`src/source/systolic_mm_settings.svh`:
```
// size and width macros for the systolic matrix multiplier; include wherever a width is needed
`ifndef SYSTOLIC_MM_SETTINGS_SVH
`define SYSTOLIC_MM_SETTINGS_SVH

// operand element width, unsigned
`define SMM_DATA_WIDTH 4
// result element and partial sum width
`define SMM_ACCUM_WIDTH 16

// pe array edge
`define SMM_TILE 4
// operand matrix edge
`define SMM_DIM 8

// derived counts
`define SMM_TILES (`SMM_DIM / `SMM_TILE)
// skewed stream length, also used for the flush
`define SMM_STEPS (2 * `SMM_TILE - 1)
`define SMM_ELEMS (`SMM_DIM * `SMM_DIM)

`endif

```
`src/source/systolic_mm_pkg.sv`:
```
// shared types of the systolic matrix multiplier, referenced by scoped name from every block
`include "systolic_mm_settings.svh"

package systolic_mm_pkg;

    // scalar widths with a meaning
    typedef logic [`SMM_DATA_WIDTH-1:0] data_t;
    typedef logic [`SMM_ACCUM_WIDTH-1:0] accum_t;
    typedef logic [$clog2(`SMM_TILES)-1:0] tile_idx_t;
    typedef logic [$clog2(`SMM_ELEMS)-1:0] elem_idx_t;
    typedef logic [$clog2(`SMM_STEPS+1)-1:0] step_t;

    // element e sits at bits [e*width +: width], row-major
    typedef logic [`SMM_ELEMS*`SMM_DATA_WIDTH-1:0] matrix_t;
    typedef logic [`SMM_TILE*`SMM_DATA_WIDTH-1:0] edge_t;
    // cell (r, c) at slot r*TILE + c
    typedef logic [`SMM_TILE*`SMM_TILE*`SMM_ACCUM_WIDTH-1:0] tile_sums_t;

    typedef struct packed {
        edge_t left;
        edge_t top;
    } feed_t;

    typedef struct packed {
        tile_idx_t ib;
        tile_idx_t jb;
        tile_idx_t kb;
    } tile_pos_t;

    typedef struct packed {
        elem_idx_t index;
        accum_t value;
    } result_word_t;

    typedef enum logic [2:0] {IDLE, CLEAR, STREAM, FLUSH, COLLECT, NEXT, DRAIN} seq_state_t;

endpackage

```
`src/source/pe_cell.sv`:
```
// one systolic multiply-accumulate cell; operands pass on to the right and bottom neighbours
`timescale 1ns/10ps

module pe_cell #(
    parameter int data_width = 4,
    parameter int accum_width = 16
) (
    input  logic                   clk,
    input  logic                   rst,
    input  logic                   clear,
    input  logic [data_width-1:0]  left_in,
    input  logic [data_width-1:0]  top_in,
    output logic [data_width-1:0]  right_out,
    output logic [data_width-1:0]  bottom_out,
    output logic [accum_width-1:0] sum
);

    logic [accum_width-1:0] prod;

    // unsigned product at full accumulator width
    assign prod = accum_width'(left_in) * accum_width'(top_in);

    always_ff @(posedge clk) begin
        if (rst) begin
            right_out <= '0;
            bottom_out <= '0;
            sum <= '0;
        end else begin
            // one cycle hop to the neighbours
            right_out <= left_in;
            bottom_out <= top_in;
            sum <= clear ? '0 : sum + prod;
        end
    end

endmodule

```
`src/source/pe_array.sv`:
```
// square grid of MAC cells; A flows right along rows, B flows down columns
`timescale 1ns/10ps
`include "systolic_mm_settings.svh"

module pe_array (
    input  logic                        clk,
    input  logic                        rst,
    input  logic                        clear,
    input  systolic_mm_pkg::feed_t      feed,
    output systolic_mm_pkg::tile_sums_t sums
);

    // column 0 of h_link and row 0 of v_link are the edge inputs
    systolic_mm_pkg::data_t h_link [`SMM_TILE][`SMM_TILE+1];
    systolic_mm_pkg::data_t v_link [`SMM_TILE+1][`SMM_TILE];

    for (genvar n = 0; n < `SMM_TILE; n++) begin : g_edge
        assign h_link[n][0] = feed.left[n*`SMM_DATA_WIDTH +: `SMM_DATA_WIDTH];
        assign v_link[0][n] = feed.top[n*`SMM_DATA_WIDTH +: `SMM_DATA_WIDTH];
    end

    for (genvar r = 0; r < `SMM_TILE; r++) begin : g_row
        for (genvar c = 0; c < `SMM_TILE; c++) begin : g_col
            pe_cell #(
                .data_width  (`SMM_DATA_WIDTH),
                .accum_width (`SMM_ACCUM_WIDTH)
            ) u_cell (
                .clk        (clk),
                .rst        (rst),
                .clear      (clear),
                .left_in    (h_link[r][c]),
                .top_in     (v_link[r][c]),
                .right_out  (h_link[r][c+1]),
                .bottom_out (v_link[r+1][c]),
                // sum of cell (r, c) into slot r*T+c
                .sum        (sums[(r*`SMM_TILE+c)*`SMM_ACCUM_WIDTH +: `SMM_ACCUM_WIDTH])
            );
        end
    end

endmodule

```
`src/source/operand_loader.sv`:
```
// four-phase receiver that fills the A then B operand stores, one element per transfer
`timescale 1ns/10ps
`include "systolic_mm_settings.svh"

module operand_loader (
    input  logic                     clk,
    input  logic                     rst,
    input  logic                     in_req,
    input  systolic_mm_pkg::data_t   in_data,
    output logic                     in_ack,
    output systolic_mm_pkg::matrix_t a_mat,
    output systolic_mm_pkg::matrix_t b_mat,
    output logic                     operands_ready
);

    // counts A words then B words, msb picks the store
    localparam int cnt_width = $clog2(2 * `SMM_ELEMS);

    logic [cnt_width-1:0] word_cnt;
    systolic_mm_pkg::elem_idx_t wr_idx;
    logic new_word;

    // row-major position inside the selected matrix
    assign wr_idx = systolic_mm_pkg::elem_idx_t'(word_cnt);
    // req seen high while ack still low starts a transfer
    assign new_word = in_req && !in_ack;

    // handshake and word counter
    always_ff @(posedge clk) begin
        if (rst) begin
            in_ack <= 1'b0;
            word_cnt <= '0;
            operands_ready <= 1'b0;
        end else begin
            operands_ready <= 1'b0;
            if (new_word) begin
                in_ack <= 1'b1;
                // wraps to zero, ready for the next job
                word_cnt <= word_cnt + 1'b1;
                // last B word
                operands_ready <= &word_cnt;
            end else if (!in_req && in_ack) begin
                in_ack <= 1'b0;
            end
        end
    end

    // operand stores
    always_ff @(posedge clk) begin
        if (new_word) begin
            if (word_cnt[cnt_width-1]) begin
                b_mat[wr_idx*`SMM_DATA_WIDTH +: `SMM_DATA_WIDTH] <= in_data;
            end else begin
                a_mat[wr_idx*`SMM_DATA_WIDTH +: `SMM_DATA_WIDTH] <= in_data;
            end
        end
    end

endmodule

```
`src/source/tile_sequencer.sv`:
```
// tile sequencer FSM; walks every (ib, jb, kb) triple and orders clear, stream, flush, collect
`timescale 1ns/10ps
`include "systolic_mm_settings.svh"

module tile_sequencer (
    input  logic                       clk,
    input  logic                       rst,
    input  logic                       operands_ready,
    input  logic                       drain_done,
    output systolic_mm_pkg::tile_pos_t pos,
    output systolic_mm_pkg::step_t     step,
    output logic                       streaming,
    output logic                       clear,
    output logic                       collect,
    output logic                       start_job,
    output logic                       drain
);

    localparam systolic_mm_pkg::tile_idx_t last_blk = systolic_mm_pkg::tile_idx_t'(`SMM_TILES - 1);
    localparam systolic_mm_pkg::step_t last_step = systolic_mm_pkg::step_t'(`SMM_STEPS - 1);

    systolic_mm_pkg::seq_state_t state;
    logic last_tile;

    assign last_tile = (pos.ib == last_blk) && (pos.jb == last_blk) && (pos.kb == last_blk);

    // controls decoded from state
    assign clear = (state == systolic_mm_pkg::CLEAR);
    assign streaming = (state == systolic_mm_pkg::STREAM);
    assign collect = (state == systolic_mm_pkg::COLLECT);
    assign start_job = (state == systolic_mm_pkg::IDLE) && operands_ready;
    assign drain = (state == systolic_mm_pkg::NEXT) && last_tile;

    always_ff @(posedge clk) begin
        if (rst) begin
            state <= systolic_mm_pkg::IDLE;
            pos <= '0;
            step <= '0;
        end else begin
            case (state)
                systolic_mm_pkg::IDLE: begin
                    pos <= '0;
                    if (operands_ready) begin
                        state <= systolic_mm_pkg::CLEAR;
                    end
                end
                systolic_mm_pkg::CLEAR: begin
                    step <= '0;
                    state <= systolic_mm_pkg::STREAM;
                end
                // skewed edges go in
                systolic_mm_pkg::STREAM: begin
                    if (step == last_step) begin
                        step <= '0;
                        state <= systolic_mm_pkg::FLUSH;
                    end else begin
                        step <= step + 1'b1;
                    end
                end
                // zeros push the last products through
                systolic_mm_pkg::FLUSH: begin
                    if (step == last_step) begin
                        step <= '0;
                        state <= systolic_mm_pkg::COLLECT;
                    end else begin
                        step <= step + 1'b1;
                    end
                end
                systolic_mm_pkg::COLLECT: begin
                    state <= systolic_mm_pkg::NEXT;
                end
                // kb innermost, then jb, then ib; all wrap to zero after the last tile
                systolic_mm_pkg::NEXT: begin
                    if (pos.kb == last_blk) begin
                        pos.kb <= '0;
                        if (pos.jb == last_blk) begin
                            pos.jb <= '0;
                            pos.ib <= pos.ib + 1'b1;
                        end else begin
                            pos.jb <= pos.jb + 1'b1;
                        end
                    end else begin
                        pos.kb <= pos.kb + 1'b1;
                    end
                    state <= last_tile ? systolic_mm_pkg::DRAIN : systolic_mm_pkg::CLEAR;
                end
                // read-out runs in the result store
                systolic_mm_pkg::DRAIN: begin
                    if (drain_done) begin
                        state <= systolic_mm_pkg::IDLE;
                    end
                end
                default: begin
                    state <= systolic_mm_pkg::IDLE;
                end
            endcase
        end
    end

endmodule

```
`src/source/skew_feeder.sv`:
```
// registered edge feeder; slices the current tile out of A and B and skews it by lane
`timescale 1ns/10ps
`include "systolic_mm_settings.svh"

module skew_feeder (
    input  logic                       clk,
    input  logic                       rst,
    input  systolic_mm_pkg::matrix_t   a_mat,
    input  systolic_mm_pkg::matrix_t   b_mat,
    input  systolic_mm_pkg::tile_pos_t pos,
    input  systolic_mm_pkg::step_t     step,
    input  logic                       streaming,
    output systolic_mm_pkg::feed_t     feed
);

    always_ff @(posedge clk) begin : feed_reg
        int lag;
        int a_idx;
        int b_idx;
        if (rst) begin
            feed <= '0;
        end else begin
            for (int lane = 0; lane < `SMM_TILE; lane++) begin
                // lane n starts n steps late
                lag = int'(step) - lane;
                if (streaming && lag >= 0 && lag < `SMM_TILE) begin
                    // A row ib*T+lane, column kb*T+lag
                    a_idx = (int'(pos.ib) * `SMM_TILE + lane) * `SMM_DIM
                            + int'(pos.kb) * `SMM_TILE + lag;
                    // B row kb*T+lag, column jb*T+lane
                    b_idx = (int'(pos.kb) * `SMM_TILE + lag) * `SMM_DIM
                            + int'(pos.jb) * `SMM_TILE + lane;
                    feed.left[lane*`SMM_DATA_WIDTH +: `SMM_DATA_WIDTH] <=
                        a_mat[a_idx*`SMM_DATA_WIDTH +: `SMM_DATA_WIDTH];
                    feed.top[lane*`SMM_DATA_WIDTH +: `SMM_DATA_WIDTH] <=
                        b_mat[b_idx*`SMM_DATA_WIDTH +: `SMM_DATA_WIDTH];
                end else begin
                    // outside the diagonal band, and whole flush
                    feed.left[lane*`SMM_DATA_WIDTH +: `SMM_DATA_WIDTH] <= '0;
                    feed.top[lane*`SMM_DATA_WIDTH +: `SMM_DATA_WIDTH] <= '0;
                end
            end
        end
    end

endmodule

```
`src/source/result_store.sv`:
```
// result matrix store; adds tile sums per block and serves all entries over four-phase req/ack
`timescale 1ns/10ps
`include "systolic_mm_settings.svh"

module result_store (
    input  logic                          clk,
    input  logic                          rst,
    input  logic                          start_job,
    input  logic                          collect,
    input  systolic_mm_pkg::tile_pos_t    pos,
    input  systolic_mm_pkg::tile_sums_t   sums,
    input  logic                          drain,
    output logic                          drain_done,
    output logic                          out_req,
    output systolic_mm_pkg::result_word_t out_word,
    input  logic                          out_ack,
    output logic                          done
);

    systolic_mm_pkg::accum_t acc_mem [`SMM_ELEMS];
    systolic_mm_pkg::elem_idx_t rd_idx;
    logic serving;

    // word on offer follows the read index
    assign out_word = '{index: rd_idx, value: acc_mem[rd_idx]};

    // zero on a new job, block-wise accumulate on collect
    always_ff @(posedge clk) begin : accumulate
        int idx;
        if (start_job) begin
            for (int e = 0; e < `SMM_ELEMS; e++) begin
                acc_mem[e] <= '0;
            end
        end else if (collect) begin
            for (int r = 0; r < `SMM_TILE; r++) begin
                for (int c = 0; c < `SMM_TILE; c++) begin
                    idx = (int'(pos.ib) * `SMM_TILE + r) * `SMM_DIM
                          + int'(pos.jb) * `SMM_TILE + c;
                    acc_mem[idx] <= acc_mem[idx]
                        + sums[(r*`SMM_TILE+c)*`SMM_ACCUM_WIDTH +: `SMM_ACCUM_WIDTH];
                end
            end
        end
    end

    // output handshake and read-out progress
    always_ff @(posedge clk) begin
        if (rst) begin
            out_req <= 1'b0;
            rd_idx <= '0;
            serving <= 1'b0;
            drain_done <= 1'b0;
            done <= 1'b0;
        end else begin
            drain_done <= 1'b0;
            if (start_job) begin
                done <= 1'b0;
            end
            if (drain) begin
                serving <= 1'b1;
                rd_idx <= '0;
                out_req <= 1'b1;
            end else if (serving) begin
                if (out_req && out_ack) begin
                    out_req <= 1'b0;
                end else if (!out_req && !out_ack) begin
                    // ack seen low, finish or offer the next word
                    if (rd_idx == systolic_mm_pkg::elem_idx_t'(`SMM_ELEMS - 1)) begin
                        serving <= 1'b0;
                        drain_done <= 1'b1;
                        done <= 1'b1;
                    end else begin
                        rd_idx <= rd_idx + 1'b1;
                        out_req <= 1'b1;
                    end
                end
            end
        end
    end

endmodule

```
`src/source/systolic_mm_top.sv`:
```
// top level of the systolic matrix multiplier; connects loader, sequencer, feeder, array, store
`timescale 1ns/10ps
`include "systolic_mm_settings.svh"

module systolic_mm_top (
    input  logic                          clk,
    input  logic                          rst,
    input  logic                          in_req,
    input  systolic_mm_pkg::data_t        in_data,
    output logic                          in_ack,
    output logic                          out_req,
    output systolic_mm_pkg::result_word_t out_word,
    input  logic                          out_ack,
    output logic                          done
);

    // operand stores
    systolic_mm_pkg::matrix_t a_mat;
    systolic_mm_pkg::matrix_t b_mat;
    logic operands_ready;

    // sequencer controls
    systolic_mm_pkg::tile_pos_t pos;
    systolic_mm_pkg::step_t step;
    logic streaming;
    logic clear;
    logic collect;
    logic start_job;
    logic drain;
    logic drain_done;

    // datapath
    systolic_mm_pkg::feed_t feed;
    systolic_mm_pkg::tile_sums_t sums;

    operand_loader u_loader (
        .clk            (clk),
        .rst            (rst),
        .in_req         (in_req),
        .in_data        (in_data),
        .in_ack         (in_ack),
        .a_mat          (a_mat),
        .b_mat          (b_mat),
        .operands_ready (operands_ready)
    );

    tile_sequencer u_seq (
        .clk            (clk),
        .rst            (rst),
        .operands_ready (operands_ready),
        .drain_done     (drain_done),
        .pos            (pos),
        .step           (step),
        .streaming      (streaming),
        .clear          (clear),
        .collect        (collect),
        .start_job      (start_job),
        .drain          (drain)
    );

    skew_feeder u_feeder (
        .clk       (clk),
        .rst       (rst),
        .a_mat     (a_mat),
        .b_mat     (b_mat),
        .pos       (pos),
        .step      (step),
        .streaming (streaming),
        .feed      (feed)
    );

    pe_array u_array (
        .clk   (clk),
        .rst   (rst),
        .clear (clear),
        .feed  (feed),
        .sums  (sums)
    );

    result_store u_store (
        .clk        (clk),
        .rst        (rst),
        .start_job  (start_job),
        .collect    (collect),
        .pos        (pos),
        .sums       (sums),
        .drain      (drain),
        .drain_done (drain_done),
        .out_req    (out_req),
        .out_word   (out_word),
        .out_ack    (out_ack),
        .done       (done)
    );

endmodule

```
`config.mk`:
```
export PLATFORM = sky130hd
export DESIGN_NAME = systolic_mm_top
export DESIGN_NICKNAME = d
export VERILOG_FILES = /design/src/source/systolic_mm_pkg.sv /design/src/source/pe_cell.sv /design/src/source/pe_array.sv /design/src/source/operand_loader.sv /design/src/source/tile_sequencer.sv /design/src/source/skew_feeder.sv /design/src/source/result_store.sv /design/src/source/systolic_mm_top.sv
export VERILOG_INCLUDE_DIRS = /design/src /design/src/source
export SDC_FILE = /design/constraint.sdc
export NUM_CORES = 2
export LEC_CHECK = 0
export BUFFER_PORTS_ARGS = -buffer_cell sky130_fd_sc_hd__buf_2
export CORE_MARGIN = 2
export CORE_UTILIZATION = 35
export DETAILED_ROUTE_END_ITERATION = 8
export GPL_ROUTABILITY_DRIVEN = 0
export HOLD_SLACK_MARGIN = 0.06
export PLACE_DENSITY_LB_ADDON = 0.25
export SYNTH_ARGS = -nofsm -noshare
export SYNTH_HDL_FRONTEND = slang
export SYNTH_HIERARCHICAL = 1
export SYNTH_SLANG_ARGS = --single-unit
export TNS_END_PERCENT = 5
```
`constraint.sdc`:
```
create_clock -name clk -period 8.65 [get_ports clk]
set_input_delay 1.2975 -clock clk [delete_from_list [all_inputs] [get_ports clk]]
set_output_delay 1.2975 -clock clk [all_outputs]
set_load 0.01 [all_outputs]
```
* Word level (Yosys, flattened, before mapping) *
Memories as Yosys holds them, arrays and structs flattened. A register that Yosys moved wholly into a read port is not among the register bits.
Index checks and enable logic that the tools add are counted.

operators by class
  reductions and logical operators = 59
  equality and inequality tests = 15
  bitwise operators = 10
  add/sub/neg operators = 80
  $mul = 16
  magnitude comparators = 8
  shift operators = 10
  multiplexer cells = 89

operators by type and width
  kind                                                                       count
  256-bit by 32-bit indexed part select with 4-bit output                    8
  256-bit bitwise mux                                                        2
  16-bit adder                                                               16
  16-bit by 8-bit adder with 16-bit output                                   16
  16-bit 2-to-1 mux                                                          16
  16-bit OR reduction                                                        16
  4-bit by 34-bit variable shift with 256-bit output (first input constant)  1
  4-bit by 34-bit indexed part select with 256-bit output                    1
  30-bit by 4-bit adder with 30-bit output                                   5
  4-bit by 4-bit multiplier with 8-bit output                                16
  6-bit 2-to-1 mux                                                           18
  30-bit by 3-bit adder with 30-bit output (second input constant)           2
  6-bit by 3-bit adder with 6-bit output (second input constant)             8
  1-bit 2-to-1 mux                                                           43
  8-bit negation with 34-bit output                                          1
  30-bit by 2-bit adder with 30-bit output (second input constant)           1
  9-bit by 4-bit adder with 10-bit output                                    3
  6-bit by 2-bit adder with 6-bit output (second input constant)             4
  7-bit by 3-bit adder with 8-bit output                                     3
  3-bit case mux with 7 select lines                                         1
  6-bit by 4-bit adder with 6-bit output                                     3
  3-bit 2-to-1 mux                                                           6
  1-bit logical AND                                                          16
  2-bit OR reduction                                                         8
  other kinds (35)                                                           73

word-level totals
  output and inout port bits = 25
  memory bits (writable) = 1024
  bits in registers = 924
  memories kept = 1
  input port bits = 8
  logic and storage cells = 351

memory list
  memory           words  bits a word  read ports  clocked after memory_dff  write ports  line                source
  u_store.acc_mem  64     16           17          1                         64           result_store.sv:20  systolic_mm_pkg::accum_t acc_mem [`SMM_ELEMS];

* Longest topological paths before layout *
  depth after elaboration = 8
  gate-level depth with buffers = 19
  mapped depth without buffers = 12

* Cells and area by module *
The synthesis kept the hierarchy.

by module, submodules not included
  module                                           area an instance (um^2)  seq. area each (um^2)  instances  cells an instance
  result_store                                     62756.4                  31069.8                1          4868
  pe_cell at u_array.g_row[0].g_col[3].u_cell ...  1803.0                   480.5                  13         196
  operand_loader                                   18433.9                  15554.9                1          1152
  skew_feeder                                      10597.7                  640.6                  1          814
  pe_cell at u_array.g_row[0].g_col[0].u_cell ...  1794.2                   480.5                  2          195
  pe_cell at u_array.g_row[0].g_col[2].u_cell      1776.7                   480.5                  1          194
  tile_sequencer                                   585.6                    180.2                  1          72

* Worst setup path before layout *
OpenSTA, ideal clock, no wires.

  path kind = reg2reg
  from = reg u_seq/pos[2] (netlist name)
  to = mem u_store/acc_mem[36][0] (netlist name) (enable)
  setup time = 0.665 ns
  data arrival time = 7.570 ns
  data required time = 7.985 ns
  buffers on the path = 4
  slack = 0.415 ns
  period minus slack after synthesis = 8.235 ns
  stages on the path, launching flop included = 7
  cells stage by stage = dfxtp_1 -> buf_2 -> buf_2 -> buf_2 -> nand3_1 -> clkbuf_1 -> nand2b_1

RTL lines
  element           line
  end: declaration  result_store.sv:20

==> reports/qor.csv <==
metric,value,unit
worst skew pair latency,960,ps
Largest register FFs,1024,
flop2flop setup slack,3330,ps
clock sinks,1954,
FF+latch area,54520,um2
worst-margin pin slew,1410,ps
first-pass GRT wire length,612.1,mm
port bufs,32,
Cells after Synth,9974,
post-route minimum period,6361,ps
fin util,38.63,%
Reg-to-Reg Start,u_seq/step[1],
Max Clk Rate,0.1572,GHz
dpl hpwl,309.2,mm
Tot GR Track Use,23.91,%
fin crit share,73.54,%
synthesized area,120300,um2
Largest Register,u_store/acc_mem,
RSZ-0062 raised after global routing,false,
outcome,"finished, final reports clean",
Hold Path Stages,1,
Synth Area per Inst,12.07,um2
residual DRC count,0,
H-tree lvl count,4,
CP Launch Type,flop,
Final #Nets,10526,
Post-CTS Setup Bufs,0,
initial antenna violation count,28,
DRT Wirelength,425.9,mm
worst vdd ir,181.0,uV
syn_nets,10699,
share of cells above drive strength 1,16.34,%
Fin Setup TNS,0,ps
Filler Cell Count,32573,
max-slew violations,0,
CTS tree,yes,
worst hold endpoint,u_store/done,
worst setup margin,2289,ps
Critical Path RT,7350,ps
fin cells,14562,
Max transition margin,5.456,%
# setup viols final,0,
capturing point of the worst reg2reg path,u_feeder/feed[20],
Clock Path Buffers,4,
crit-path max FO,74,
initial DRC count,10805,
worst hold start,u_store/done,
CTS Hold Buffers Added,0,
leak pwr,45.08,nW
worst-case clock skew,110.6,ps
gr ovfl total,0,
TritonCTS Buffers,225,
CTS resizes,0,
Die Y,590.4,um
final hold vios,0,
Worst Path Arrival,5060,ps
CORE AREA,342700,um2
Crit. End Element,primary output,
Crit Path Class,reg -> out,
vias in the first global route,85557,
num rows,215,
P&R area growth vs syn,10.01,%
Hold Path Class,reg -> reg,
largest net degree at the start of global routing,118,
DR WL/cell,29.25,um
Setup WS pre-CTS,3327,ps
Reg2Reg Depth,10,
total of warnings raised by yosys,6,
Antenna Nets Post-Route,0,
placed cells,14131,
Via density,6.062,
Max-cap violations,0,
Pwr Density,158.3,nW/um2
Root Driver,clkbuf_16,
vias,88268,
Initial Util,35.11,%
IO Pins,33,
Die Footprint,348500,um2
"CTS clk-pin slew, worst paths",60,ps
first drt pass iteration count,6,
die extent in x,590.4,um
multi-input logic area,61930,um2
## critical path, stage by stage, from the launching register on
cell and delay [ps]:
dfxtp_4 1030, buf_12 560, mux4_2 570, mux2i_1 740, mux4_2 470, a21oi_1 280
buf_2 250
## stage by stage
stage	hold WS, ps	power [mW]	area [um2]
6_report	448.4	20.96	132400
3_5_place_dp	438.8	11.18	124800
5_1_grt	473.1	21.53	132400
3_3_place_gp	438.0	11.15	124800
4_1_cts	455.5	21.09	132300
2_1_floorplan	466.2	10.89	120300
## report_power, final
group | total (mW) | internal [mW] | switching (mW) | leakage (nW)
registers | 10.1 | 10.0 | 0.0863 | 16.1
clock network | 9.95 | 5.80 | 4.16 | 3.65
logic | 0.892 | 0.271 | 0.621 | 25.4
## metal layers
metal  vias up  wire (um)  global-route usage, %
li1      37692          -                      -
met1     44745     165200                  31.31
met2      4953     193200                  37.59
met3       870      41160                  4.510
met4         8      26300                  12.77
met5         -         63                      0
## cells in the final DEF, fill, tap and decap left out, types with 160 or more instances in the layout
cell          n
mux4_2      822
nand2_1     505
fa_1        160
nor2b_1     172
edfxtp_1   1536
o21ai_0     231
inv_1       352
and2_1      286
clkbuf_16   227
a21oi_1     259
mux2i_1     180
nor2_1     1513
dfxtp_1     410
ha_1        553
## final cells by class
cell class / count / area share, %
clock inverter: 152 / 1.282
clock buffer: 262 / 4.420
tap: 4557 / 4.307
inverter: 356 / 1.009
multi-input combinational: 7113 / 46.78
antenna: 17 / 0.03213
sequential: 1954 / 41.18
timing repair buffer: 151 / 0.9830
## worst max-delay path by stage
stage | cells past startpoint | to | slack (ps) | start
2_1_floorplan | 6 | u_store/acc_mem[36][0] | 410 | u_seq/pos[2]
3_3_place_gp | 6 | out_word[3] | 3310 | flop
3_5_place_dp | 6 | out_word[3] | 3330 | flop
4_1_cts | 6 | out_word[3] | 2280 | flop
5_1_grt | 6 | out_word[3] | 2160 | flop
6_report | 6 | out_word[1] | 2290 | flop
Note: power is estimated with default switching activity, not from simulation.
